===== config.mk =====
export PLATFORM = sky130hd
export DESIGN_NAME = uart_loopback_top
export DESIGN_NICKNAME = d
export VERILOG_FILES = /design/src/uart_pkg.sv /design/src/uart_baud_gen.sv /design/src/uart_loopback_top.sv /design/src/uart_rx.sv /design/src/uart_tx.sv
export SDC_FILE = /design/constraint.sdc
export NUM_CORES = 1
export LEC_CHECK = 0
export BUFFER_PORTS_ARGS = -buffer_cell sky130_fd_sc_hd__buf_2
export CORE_MARGIN = 2
export CORE_UTILIZATION = 62
export DETAILED_ROUTE_END_ITERATION = 6
export GPL_TIMING_DRIVEN = 0
export PLACE_DENSITY = 0.82
export SLEW_MARGIN = 20
export SYNTH_ARGS = -nofsm -noshare
export SYNTH_HDL_FRONTEND = slang
export SYNTH_SLANG_ARGS = --single-unit

===== constraint.sdc =====
create_clock -name clk -period 3.2 [get_ports clk]
set_input_delay 0.48 -clock clk [delete_from_list [all_inputs] [get_ports clk]]
set_output_delay 0.48 -clock clk [all_outputs]
set_load 0.005 [all_outputs]

===== src/uart_pkg.sv =====
`default_nettype none

package uart_pkg;

	// transmitter FSM
	typedef enum logic [1:0] {
		TX_IDLE = 2'd0, // line high, waiting for an enable strobe
		TX_LOAD = 2'd1, // frame loaded, waiting for the next bit tick
		TX_SEND = 2'd2  // shifting the frame out, one bit per tick
	} tx_state_t;

	// receiver FSM
	typedef enum logic [2:0] {
		RX_IDLE   = 3'd0, // watching for a high to low edge
		RX_START  = 3'd1, // half a bit into the start bit
		RX_DATA   = 3'd2, // sampling data bits at mid-bit
		RX_PARITY = 3'd3, // sampling the parity bit
		RX_STOP   = 3'd4  // sampling the stop bit, then publish
	} rx_state_t;

	// flops between the serial pin and the receiver FSM
	localparam int SYNC_STAGES = 3;

	// frame defaults, handed down by the top level
	localparam int DEF_DATA_WIDTH = 8; // data bits per frame
	localparam int DEF_PARITY_EN  = 1; // 1 = parity bit present
	localparam int DEF_PARITY_ODD = 0; // 0 = even parity, 1 = odd

	// baud defaults; one bit period is CLK_DIV * OVERSAMPLE clocks
	localparam int DEF_CLK_DIV    = 2; // clocks per oversample tick
	localparam int DEF_OVERSAMPLE = 8; // oversample ticks per bit

endpackage

`default_nettype wire


===== src/uart_baud_gen.sv =====
`timescale 1ns/1ps
`default_nettype none

module uart_baud_gen #(
	parameter int CLK_DIV    = 2,
	parameter int OVERSAMPLE = 8
) (
	input  wire  clk,
	input  wire  reset,
	output logic o_os_tick,  // one clock wide, every CLK_DIV clocks
	output logic o_bit_tick  // one clock wide, with every OVERSAMPLE-th os tick
);

	localparam int PRE_W = (CLK_DIV > 1) ? $clog2(CLK_DIV) : 1;
	localparam int OS_W  = (OVERSAMPLE > 1) ? $clog2(OVERSAMPLE) : 1;

	logic [PRE_W-1:0] pre_cnt; // clock prescaler
	logic [OS_W-1:0]  os_cnt;  // os ticks within the current bit

	always_ff @(posedge clk) begin
		if (reset) begin
			pre_cnt    <= '0;
			os_cnt     <= '0;
			o_os_tick  <= 1'b0;
			o_bit_tick <= 1'b0;
		end else begin
			o_os_tick  <= 1'b0; // strobes by default
			o_bit_tick <= 1'b0;
			if (pre_cnt == PRE_W'(CLK_DIV - 1)) begin
				pre_cnt   <= '0;
				o_os_tick <= 1'b1;
				if (os_cnt == OS_W'(OVERSAMPLE - 1)) begin
					os_cnt     <= '0;
					o_bit_tick <= 1'b1; // bit boundary lands on an os tick
				end else begin
					os_cnt <= os_cnt + 1'b1;
				end
			end else begin
				pre_cnt <= pre_cnt + 1'b1;
			end
		end
	end

	// tx and rx stay phase-related only if every bit tick is also an os tick
	a_bit_on_os: assert property (@(posedge clk) disable iff (reset)
		o_bit_tick |-> o_os_tick);

endmodule

`default_nettype wire


===== src/uart_loopback_top.sv =====
`timescale 1ns/1ps
`default_nettype none

module uart_loopback_top import uart_pkg::*; #(
	parameter int DATA_WIDTH = DEF_DATA_WIDTH,
	parameter int PARITY_EN  = DEF_PARITY_EN,
	parameter int PARITY_ODD = DEF_PARITY_ODD,
	parameter int CLK_DIV    = DEF_CLK_DIV,
	parameter int OVERSAMPLE = DEF_OVERSAMPLE
) (
	input  wire                   clk,
	input  wire                   reset,
	input  wire                   i_enable,        // transmit request strobe
	input  wire  [DATA_WIDTH-1:0] i_data,
	input  wire                   i_serial_in,     // external rx pin
	input  wire                   i_loopback,      // 1 = rx listens to our own tx
	output logic                  o_busy,
	output logic                  o_serial_out,
	output logic [DATA_WIDTH-1:0] o_received_data,
	output logic                  o_data_valid,
	output logic                  o_rx_error
);

	logic os_tick;  // rx timebase
	logic bit_tick; // tx timebase
	logic rx_line;

	assign rx_line = i_loopback ? o_serial_out : i_serial_in; // plain mux without a flop

	uart_baud_gen #(.CLK_DIV(CLK_DIV), .OVERSAMPLE(OVERSAMPLE)) u_baud (
		.clk(clk), .reset(reset), .o_os_tick(os_tick), .o_bit_tick(bit_tick)
	);

	uart_tx #(.DATA_WIDTH(DATA_WIDTH), .PARITY_EN(PARITY_EN), .PARITY_ODD(PARITY_ODD)) u_tx (
		.clk(clk), .reset(reset), .i_bit_tick(bit_tick), .i_enable(i_enable),
		.i_data(i_data), .o_busy(o_busy), .o_serial_out(o_serial_out)
	);

	uart_rx #(
		.DATA_WIDTH(DATA_WIDTH), .PARITY_EN(PARITY_EN),
		.PARITY_ODD(PARITY_ODD), .OVERSAMPLE(OVERSAMPLE)
	) u_rx (
		.clk(clk), .reset(reset), .i_os_tick(os_tick), .i_serial_in(rx_line),
		.o_received_data(o_received_data), .o_data_valid(o_data_valid),
		.o_rx_error(o_rx_error)
	);

endmodule

`default_nettype wire


===== src/uart_rx.sv =====
`timescale 1ns/1ps
`default_nettype none

module uart_rx import uart_pkg::*; #(
	parameter int DATA_WIDTH = 8,
	parameter int PARITY_EN  = 1,
	parameter int PARITY_ODD = 0,
	parameter int OVERSAMPLE = 8
) (
	input  wire                   clk,
	input  wire                   reset,
	input  wire                   i_os_tick,       // oversample strobe
	input  wire                   i_serial_in,     // asynchronous line
	output logic [DATA_WIDTH-1:0] o_received_data, // held until the next valid
	output logic                  o_data_valid,    // one-clock pulse
	output logic                  o_rx_error       // parity or framing, with valid
);

	localparam int OS_W  = (OVERSAMPLE > 1) ? $clog2(OVERSAMPLE) : 1;
	localparam int IDX_W = (DATA_WIDTH > 1) ? $clog2(DATA_WIDTH) : 1;
	localparam int HALF  = (OVERSAMPLE > 1) ? OVERSAMPLE / 2 : 1;

	rx_state_t              state;
	logic [SYNC_STAGES-1:0] sync_q;    // metastability chain
	logic                   line;      // synchronized line
	logic                   line_q;    // one clock older for edge detect
	logic [OS_W-1:0]        os_cnt;    // os ticks since last sample point
	logic [OS_W-1:0]        os_last;   // wrap value for the current state
	logic                   mid;       // sample point of the current bit
	logic [IDX_W-1:0]       bit_idx;   // data bit being sampled
	logic [DATA_WIDTH-1:0]  data_q;    // shifted in with the LSB first
	logic                   par_q;     // sampled parity bit
	logic                   par_err;
	logic                   fall;

	assign line = sync_q[SYNC_STAGES-1];
	assign fall = line_q & ~line;

	// half a bit to reach the start bit middle, then whole bits
	assign os_last = (state == RX_START) ? OS_W'(HALF - 1) : OS_W'(OVERSAMPLE - 1);
	assign mid     = i_os_tick && (os_cnt == os_last);

	assign par_err = (PARITY_EN != 0) && (par_q != ((^data_q) ^ (PARITY_ODD != 0)));

	always_ff @(posedge clk) begin
		if (reset) begin
			sync_q          <= '1; // pin assumed idle
			line_q          <= 1'b1;
			state           <= RX_IDLE;
			os_cnt          <= '0;
			bit_idx         <= '0;
			o_received_data <= '0;
			o_data_valid    <= 1'b0;
			o_rx_error      <= 1'b0;
		end else begin
			sync_q       <= {sync_q[SYNC_STAGES-2:0], i_serial_in};
			line_q       <= line;
			o_data_valid <= 1'b0; // pulses
			o_rx_error   <= 1'b0;

			if (state == RX_IDLE || mid) begin
				os_cnt <= '0; // parked in idle and restarted at each sample point
			end else if (i_os_tick) begin
				os_cnt <= os_cnt + 1'b1;
			end

			case (state)
				RX_IDLE: begin
					if (fall) begin
						state <= RX_START;
					end
				end
				RX_START: begin
					if (mid) begin
						bit_idx <= '0;
						// still high at the middle means a glitch
						state   <= line ? RX_IDLE : RX_DATA;
					end
				end
				RX_DATA: begin
					if (mid) begin
						bit_idx <= bit_idx + 1'b1;
						if (bit_idx == IDX_W'(DATA_WIDTH - 1)) begin
							state <= (PARITY_EN != 0) ? RX_PARITY : RX_STOP;
						end
					end
				end
				RX_PARITY: begin
					if (mid) begin
						state <= RX_STOP;
					end
				end
				RX_STOP: begin
					if (mid) begin
						o_received_data <= data_q;
						o_data_valid    <= 1'b1;
						o_rx_error      <= par_err | ~line; // low stop is a framing error
						state           <= RX_IDLE;          // half a bit left to find next start
					end
				end
				default: begin
					state <= RX_IDLE;
				end
			endcase
		end
	end

	// payload capture
	always_ff @(posedge clk) begin
		if (state == RX_DATA && mid) begin
			data_q <= {line, data_q[DATA_WIDTH-1:1]};
		end
		if (state == RX_PARITY && mid) begin
			par_q <= line;
		end
	end

	a_valid_pulse: assert property (@(posedge clk) disable iff (reset)
		o_data_valid |=> !o_data_valid);

	a_err_with_valid: assert property (@(posedge clk) disable iff (reset)
		o_rx_error |-> o_data_valid);

	// still resting in idle after publishing, ready for the next start edge
	a_idle_after_valid: assert property (@(posedge clk) disable iff (reset)
		o_data_valid |=> state == RX_IDLE);

endmodule

`default_nettype wire


===== src/uart_tx.sv =====
`timescale 1ns/1ps
`default_nettype none

module uart_tx import uart_pkg::*; #(
	parameter int DATA_WIDTH = 8,
	parameter int PARITY_EN  = 1,
	parameter int PARITY_ODD = 0
) (
	input  wire                  clk,
	input  wire                  reset,
	input  wire                  i_bit_tick,   // bit period strobe from the baud generator
	input  wire                  i_enable,     // one-clock request strobe
	input  wire [DATA_WIDTH-1:0] i_data,       // sampled on the accepting edge
	output logic                 o_busy,
	output logic                 o_serial_out  // idles high
);

	// start + data + optional parity + stop
	localparam int FRAME_BITS = DATA_WIDTH + PARITY_EN + 2;
	localparam int CNT_W      = $clog2(FRAME_BITS + 1);

	tx_state_t              state;
	logic [FRAME_BITS-1:0]  shift_reg; // frame with the LSB going out first
	logic [FRAME_BITS-1:0]  frame;     // frame assembled from i_data
	logic [CNT_W-1:0]       bit_cnt;   // bits already driven onto the line
	logic                   parity;

	// even parity is the xor of the data, odd flips it
	assign parity = (^i_data) ^ (PARITY_ODD != 0);

	always_comb begin
		frame                = '1;     // stop bit and any unused slot stay high
		frame[0]             = 1'b0;   // start bit
		frame[DATA_WIDTH:1]  = i_data;
		if (PARITY_EN != 0) begin
			frame[DATA_WIDTH+1] = parity; // sits just below the stop bit
		end
	end

	always_ff @(posedge clk) begin
		if (reset) begin
			state        <= TX_IDLE;
			bit_cnt      <= '0;
			o_busy       <= 1'b0;
			o_serial_out <= 1'b1; // line idles high
		end else begin
			case (state)
				TX_IDLE: begin
					if (i_enable) begin // busy is low in idle so the strobe is taken
						state  <= TX_LOAD;
						o_busy <= 1'b1;
					end
				end
				TX_LOAD: begin
					if (i_bit_tick) begin
						o_serial_out <= shift_reg[0]; // start bit
						bit_cnt      <= CNT_W'(1);
						state        <= TX_SEND;
					end
				end
				TX_SEND: begin
					if (i_bit_tick) begin
						if (bit_cnt == CNT_W'(FRAME_BITS)) begin
							// stop bit has had its full period
							o_busy <= 1'b0;
							state  <= TX_IDLE;
						end else begin
							o_serial_out <= shift_reg[0];
							bit_cnt      <= bit_cnt + 1'b1;
						end
					end
				end
				default: begin
					state <= TX_IDLE;
				end
			endcase
		end
	end

	// frame shift register
	always_ff @(posedge clk) begin
		if (state == TX_IDLE && i_enable) begin
			shift_reg <= frame;
		end else if (i_bit_tick && state != TX_IDLE) begin
			shift_reg <= {1'b1, shift_reg[FRAME_BITS-1:1]}; // back-fill with idle level
		end
	end

	// rx start detection depends on a high line between frames
	a_idle_high: assert property (@(posedge clk) disable iff (reset)
		state == TX_IDLE |-> o_serial_out);

	// busy must cover the whole frame or a new request would corrupt it
	a_busy_cover: assert property (@(posedge clk) disable iff (reset)
		state != TX_IDLE |-> o_busy);

endmodule

`default_nettype wire

==> out/results.ini, run 1 <==
[timing]
finalWorstSetupSlack_ps=1390
final_max_slew_viol_count=0
fin_crit_sh_pct=56.6
post-route-min-period_ps=1810
setup_viol=0
max_slew_margin_pct=59.3
rsz0062_at_grt=no
hold_viol=0
worst_pin_slew_ps=605
fin_tns_setup_ps=0
skew_ps=10.1
max_freq_ghz=0.552

[logic_synthesis]
ys_types=46
postSynthAreaPerCell_um2=11.0
synth_warnings=0
muxShareOfSynthArea_pct=5.92
synth-simple-area-share_pct=14.5
syn-cell-area_um2=2370
synth_enable_flop_cells=18
synthTopCellsByArea=dfxtp_1 (32%), edfxtp_1 (23%), mux2i_1 (5.9%)
netlist.area_leader.share_pct=32.1
ys.flop_type=dfxtp_1
synth_fa_ha_area_share_pct=3.17
synth_nets=235
ys_ff_latch=56
synth_compound_area_share_pct=11.8
synthCells=216
synthXorXnorAreaFrac_pct=6.66
synth_area_leader_cell=dfxtp_1
ys_async_sr_fraction_pct=0
ys_seq_area_share_pct=54.9
synth_top_family_by_area=simple AND/OR/NAND/NOR gates

[global_routing]
grt_max_degree=17
grt_pass1_wl_um=6560
grt-ovfl-total=0
grt_pass1_vias=1434
grt_use_total_pct=20.1
antenna_found_initial=0

[power_and_ir_drop]
p_int_w=0.000950
power_frac_comb_pct=7.9
p_clk_share_pct=29.9
cellPowerDensity_nw_per_um2=465
power_frac_seq_pct=62.2
total_leakage_power_nw=1.08
p_sw_w=0.000277
power_w=0.00123
worst_ir_drop_vdd_v=0.000289
switching_share_pct=22.6

[setup_path]
cp.required_ps=3230
slowest_stage=nor4_2
max_stage_delay_ps=560
ff2ff_path_depth=4
cp_data_arrival_time_ps=1840
crit_chain=ha_1 -> nand2_1 -> nor4_2 -> buf_4
timing.critical_path.to=u_rx.data_q[6]
cp-end-kind=flip-flop
worst-setup-path-type=reg -> reg
start_kind=flip-flop
cp-startpoint=u_rx.os_cnt[0]
crit_fanout=6
r2r-start=u_rx.os_cnt[0]
r2r-end=u_rx.data_q[6]
r2r_setup_slack_ps=1390

[routing]
drc=0
viasPerCell=5.42
routedWlPerCell_um=13.0
dr.pass1.iters=4
wl_um=3850
first_iter_violations=125
vias=1603
postRouteAntennaNets=0

[clock_tree]
clock-sinks=56
clk_latency_ps=310
htreeDepth=2
cts.repair.resized=0
holdBufCountCts=0
cts_tree=built
numCtsBuffers=5
clkTransAtPathRegs_ps=90
cts_root_buf=clkbuf_8
clockBufferDepth=2
post_cts_buffers=0

[flow_run]
cap_violations=0

[placement]
hpwl_um=2820
place.port_buffers=23
place_ws_ps=1380
place_congestion=0.835
place_inst=288

[finish]
final_nets=266
fin_cells=296
largest_register_ffs=10
insertedDiodeCount=0
layout-drive-gt1-share_pct=16.9
fin_util_pct=72.1
syn2layout_area_growth_pct=11.4
fill_cells=270

[floorplanning]
core_um2=3660
rows=22
io_pins=25
die_area_um2=4330
dieHeight_um=65.8
start_util_pct=64.7
dieWidth_um=65.8

[min_path]
hp-class=in -> reg

[status]
outcome=finished, final reports clean

[routing by layer]
metal  share of wire, %  up-vias  GRT usage (%)  wire length [um]
li1                   -      819              -                 -
met1                 50      738           28.5              1950
met2                 44       38           30.1              1680
met3                4.1        8           4.09               159
met4                1.8        0           8.59                69
met5                  0        -              0                 0
[cell type report]
cell class	count	area, um2	share of cell area (%)
clock buffers	7	76.3	2.89
inverters	3	11.3	0.427
multi-input cells	144	1000	38.0
repair buffers	24	123	4.65
plain buffers	13	60.1	2.28
clock inverters	1	5.00	0.190
flip-flops and latches	56	1300	49.3
well taps	48	60.1	2.28
[cell usage in the layout (no fill, tap or decap), types with 2 or more instances in the layout]
| master | count |
|---|---|
| a311oi_1 | 2 |
| o21ai_0 | 6 |
| xnor2_1 | 15 |
| a211o_1 | 2 |
| mux2i_1 | 14 |
| or3_1 | 2 |
| nor2_1 | 33 |
| nor2b_1 | 4 |
| a22oi_1 | 3 |
| nor3_1 | 3 |
| clkbuf_8 | 5 |
| inv_1 | 3 |
| a21oi_1 | 5 |
| xor2_1 | 3 |
| clkbuf_1 | 9 |
| buf_1 | 2 |
| nor3b_1 | 2 |
| or2_2 | 4 |
| ha_1 | 6 |
| dfxtp_1 | 38 |
| a22o_1 | 9 |
| nand2_1 | 8 |
| nand3_1 | 2 |
| edfxtp_1 | 18 |
| buf_2 | 26 |
[power groups by stage]
stage	Clock [W]	Sequential [W]	Combinational [W]
2_1_floorplan	0	0.000776	0.0000724
3_3_place_gp	0	0.000779	0.0000938
3_5_place_dp	0	0.000780	0.0000969
4_1_cts	0.000374	0.000763	0.0000976
5_1_grt	0.000408	0.000766	0.000108
6_report	0.000366	0.000763	0.0000968
[metrics by stage]
step	cell area [um2]	hold slack (ps)
floorplan	2370	389
global placement	2540	391
detailed placement	2560	398
CTS	2640	387
global route	2640	399
finish	2640	393
[synthesized netlist by cell type (2+ instances only)]
master	number
nor2b_1	4
a22oi_1	3
clkbuf_1	7
a22o_1	9
a21oi_1	5
buf_1	2
mux2i_1	14
xnor2_1	15
edfxtp_1	18
or3_1	2
inv_1	3
nor3b_1	2
nand2_1	8
a211o_1	2
nand3_1	2
xor2_1	3
ha_1	6
a311oi_1	2
dfxtp_1	38
buf_2	3
nor2_1	33
or2_2	4
o21ai_0	6
nor3_1	3
[worst min path at each step]
stage | from | endpoint | slack, ps | cells past startpoint
3_5_place_dp | u_rx.sync_q[0] | u_rx.sync_q[1] | 400 | 1
4_1_cts | i_loopback | u_rx.sync_q[0] | 390 | 2
5_1_grt | i_loopback | u_rx.sync_q[0] | 400 | 2
3_3_place_gp | u_rx.sync_q[0] | u_rx.sync_q[1] | 390 | 1
6_report | i_loopback | u_rx.sync_q[0] | 390 | 2
2_1_floorplan | u_rx.sync_q[0] | u_rx.sync_q[1] | 390 | 1
[worst max-delay path: cells and delay by family (launching register included)]
family        cells  cell delay [ps]
flops             1              360
buf+inv           1              270
simple gates      2              700
fa+ha+maj         1              210
[cell families (layout without fill, tap and decap cells)]
group / count (synthesis) / in the layout
AND/OR/NAND/NOR: 67 / 67
flip-flops: 56 / 56
AO/OA/AOI/OAI: 39 / 39
XOR/XNOR: 18 / 18
buffers and inverters: 16 / 48
multiplexers: 14 / 14
adder cells (fa/ha/maj): 6 / 6
Note: power is estimated with default switching activity, not from simulation.
==> inputs of run 2 (changes only) <==
--- a/config.mk
+++ b/config.mk
@@ -7,10 +7,10 @@
 export LEC_CHECK = 0
 export BUFFER_PORTS_ARGS = -buffer_cell sky130_fd_sc_hd__buf_2
 export CORE_MARGIN = 2
-export CORE_UTILIZATION = 62
+export CORE_UTILIZATION = 57
 export DETAILED_ROUTE_END_ITERATION = 6
 export GPL_TIMING_DRIVEN = 0
-export PLACE_DENSITY = 0.82
+export PLACE_DENSITY = 0.77
 export SLEW_MARGIN = 20
 export SYNTH_ARGS = -nofsm -noshare
 export SYNTH_HDL_FRONTEND = slang
==> constraint.sdc (replaced) <==
create_clock -name clk -period 1.8 [get_ports clk]
set_input_delay 0.27 -clock clk [delete_from_list [all_inputs] [get_ports clk]]
set_output_delay 0.27 -clock clk [all_outputs]
set_load 0.005 [all_outputs]
==> run 2 against run 1 <==
Net effect:
- global-route usage is 1.5 points lower
- total power up 78%
- via count down 0.31%
- combinational power rose by 80%
- sequential share of layout area shrank 0.23 points
- register-to-register slack got worse by 1300 ps
- worst hold slack worse by 210 ps
- sequential power is 78% higher
- critical path depth up 2
- setup slack worse by 1300 ps
- wire length up 3.0%
- final area up 0.47%
- highest routed layer unchanged
==> out/results.ini, run 2 (same netlist as run 1, synthesis figures left out) <==
[floorplanning]
dieHeight_um=68.5  ; +4.0%
core_um2=4000  ; +9.3%
rows=23  ; +4.5%
dieWidth_um=68.5  ; +4.0%
io_pins=25  ; unchanged
start_util_pct=59.2  ; -5.5 points
die_area_um2=4690  ; +8.2%

[setup_path]
cp_data_arrival_time_ps=1880  ; +40 ps
r2r_setup_slack_ps=100  ; -1290 ps
slowest_stage=o32ai_1
crit_fanout=4  ; -2
start_kind=flip-flop
cp-end-kind=flip-flop
r2r-start=u_rx.bit_idx[0]
max_stage_delay_ps=390  ; -170 ps
path_delay_family=compound AO/OA/AOI/OAI gates
cpMostUsedCell=ha_1
path_buf_inv=0  ; -1
ff2ff_path_depth=6  ; +2
cp-startpoint=u_rx.bit_idx[0]
r2r-end=u_rx.state[0]
cp.required_ps=1980  ; -1250 ps
crit_chain=ha_1 -> ha_1 -> a22o_1 -> o32ai_1 -> or3_1 -> a21oi_1
worst-setup-path-type=reg -> reg

[global_routing]
grt_pass1_wl_um=6350  ; -3.2%
busiest_layer=met2
met3_usage_pct=5.43  ; +1.3 points
grt-ovfl-total=0  ; unchanged
grt_pass1_vias=1488  ; +3.8%
grt_max_degree=17  ; unchanged
antenna_found_initial=0  ; unchanged
met2_usage_pct=30.9  ; +0.84 points
grt_use_total_pct=18.6  ; -1.5 points
use_met1_pct=22.6  ; -5.9 points

[finish]
fin_util_pct=66.3  ; -5.8 points
final_nets=265  ; -0.38%
fin_cells=297  ; +0.34%
mostFrequentLayoutCells=dfxtp_1 (38), nor2_1 (33), buf_2 (26), edfxtp_1 (18), xnor2_1 (15)
fill_cells=319  ; +18%
insertedDiodeCount=0  ; unchanged
layout-drive-gt1-share_pct=17.4  ; +0.47 points
largest_register_ffs=10  ; unchanged
layout_commonest_cell=dfxtp_1
syn2layout_area_growth_pct=11.9

[timing]
fin_crit_sh_pct=94.3  ; +38 points
hold_viol=0  ; unchanged
fin_tns_setup_ps=0  ; unchanged
worst_pin_slew_ps=648  ; +42.8 ps
final_max_slew_viol_count=0  ; unchanged
max_slew_margin_pct=56.5  ; -2.8 points
max_freq_ghz=0.589  ; +6.7%
setup_viol=0  ; unchanged
skew_ps=3.64  ; -6.49 ps
post-route-min-period_ps=1700  ; -114 ps
rsz0062_at_grt=no

[power_and_ir_drop]
worst_ir_drop_vdd_v=0.000491  ; +70%
total_leakage_power_nw=1.07  ; -1.1%
cellPowerDensity_nw_per_um2=825  ; +78%

[placement]
place_inst=289  ; +0.35%
place.port_buffers=23  ; unchanged
place_congestion=0.862  ; +3.1%
hpwl_um=2870  ; +1.8%

[clock_tree]
holdBufCountCts=0  ; unchanged
clkTransAtPathRegs_ps=90  ; about the same
clk_latency_ps=310  ; about the same
post_cts_buffers=0  ; unchanged
numCtsBuffers=5  ; unchanged
htreeDepth=2  ; unchanged
clockBufferDepth=2  ; unchanged
cts_tree=built
cts_root_buf=clkbuf_8
clock-sinks=56  ; unchanged

[routing]
viasPerCell=5.38  ; -0.65%
drc=0  ; unchanged
wl_um=3970  ; +3.0%
postRouteAntennaNets=0  ; unchanged
routedWlPerCell_um=13.4  ; +2.6%
first_iter_violations=78  ; -38%
dr.pass1.iters=4  ; unchanged
vias=1598  ; -0.31%

[flow_run]
cap_violations=0  ; unchanged

[min_path]
whs_endpoint=u_rx.sync_q[0]
hold_path_depth=2  ; unchanged
hp-class=in -> reg
min_from=i_loopback

[status]
outcome=finished, final reports clean

-- run 2: cell count changes in the layout (fill, tap and decap cells not counted), sizes merged --
cell      delta
clkinvlp     +1
clkbuf       -1
buf          -1
-- run 2: how the worst max path moves through the flow --
stage	end	slack (ps)	cells past startpoint
2_1_floorplan	u_rx.data_q[0]	70	3
3_3_place_gp	u_rx.bit_idx[1]	-230	5
3_5_place_dp	u_rx.bit_idx[2]	-220	5
4_1_cts	u_rx.bit_idx[2]	70	5
5_1_grt	u_rx.o_received_data[6]	3	6
6_report	u_rx.state[0]	100	6
-- run 2: timing repair --
action                                  in CTS  in global routing
pin swaps                                    0                  1
resized for setup                            1                  2
hold endpoints to repair                     0                  0
endpoints found under the setup margin      11                 14
-- run 2: cell type report --
| class | instances | area (um2) | share of cell area, % |
|---|---|---|---|
| timing repair buffer | 23 | 115 | 4.34 |
| tap | 50 | 62.6 | 2.36 |
| clock buffer | 6 | 72.6 | 2.74 |
| sequential | 56 | 1300 | 49.1 |
| clock inverter | 2 | 11.3 | 0.425 |
| buffer | 13 | 60.1 | 2.27 |
| inverter | 3 | 11.3 | 0.425 |
| multi-input combinational | 144 | 1020 | 38.4 |
-- run 2: routing by layer --
metal | routed length (um) | up-vias
li1 | - | 820
met1 | 1850 | 751
met2 | 1930 | 20
met3 | 120 | 7
met4 | 69 | 0
met5 | 0 | -
-- run 2: metrics by stage --
stage / hold slack [ps] / power (W) / worst slack (ps) / instance area, um2
floorplan: 389 / 0.00151 / 69.5 / 2370
global placement: 392 / 0.00155 / -233 / 2550
detailed placement: 394 / 0.00156 / -216 / 2550
CTS: 173 / 0.00221 / 67.8 / 2650
global route: 176 / 0.00229 / 2.75 / 2650
finish: 184 / 0.00219 / 102 / 2650
-- run 2: report_power, final --
group	internal (W)	leakage, nW	switching, W
clock network	0.000271	0.0388	0.000386
registers	0.00134	0.478	0.0000199
logic	0.0000778	0.553	0.0000963
total	0.00169	1.07	0.000503
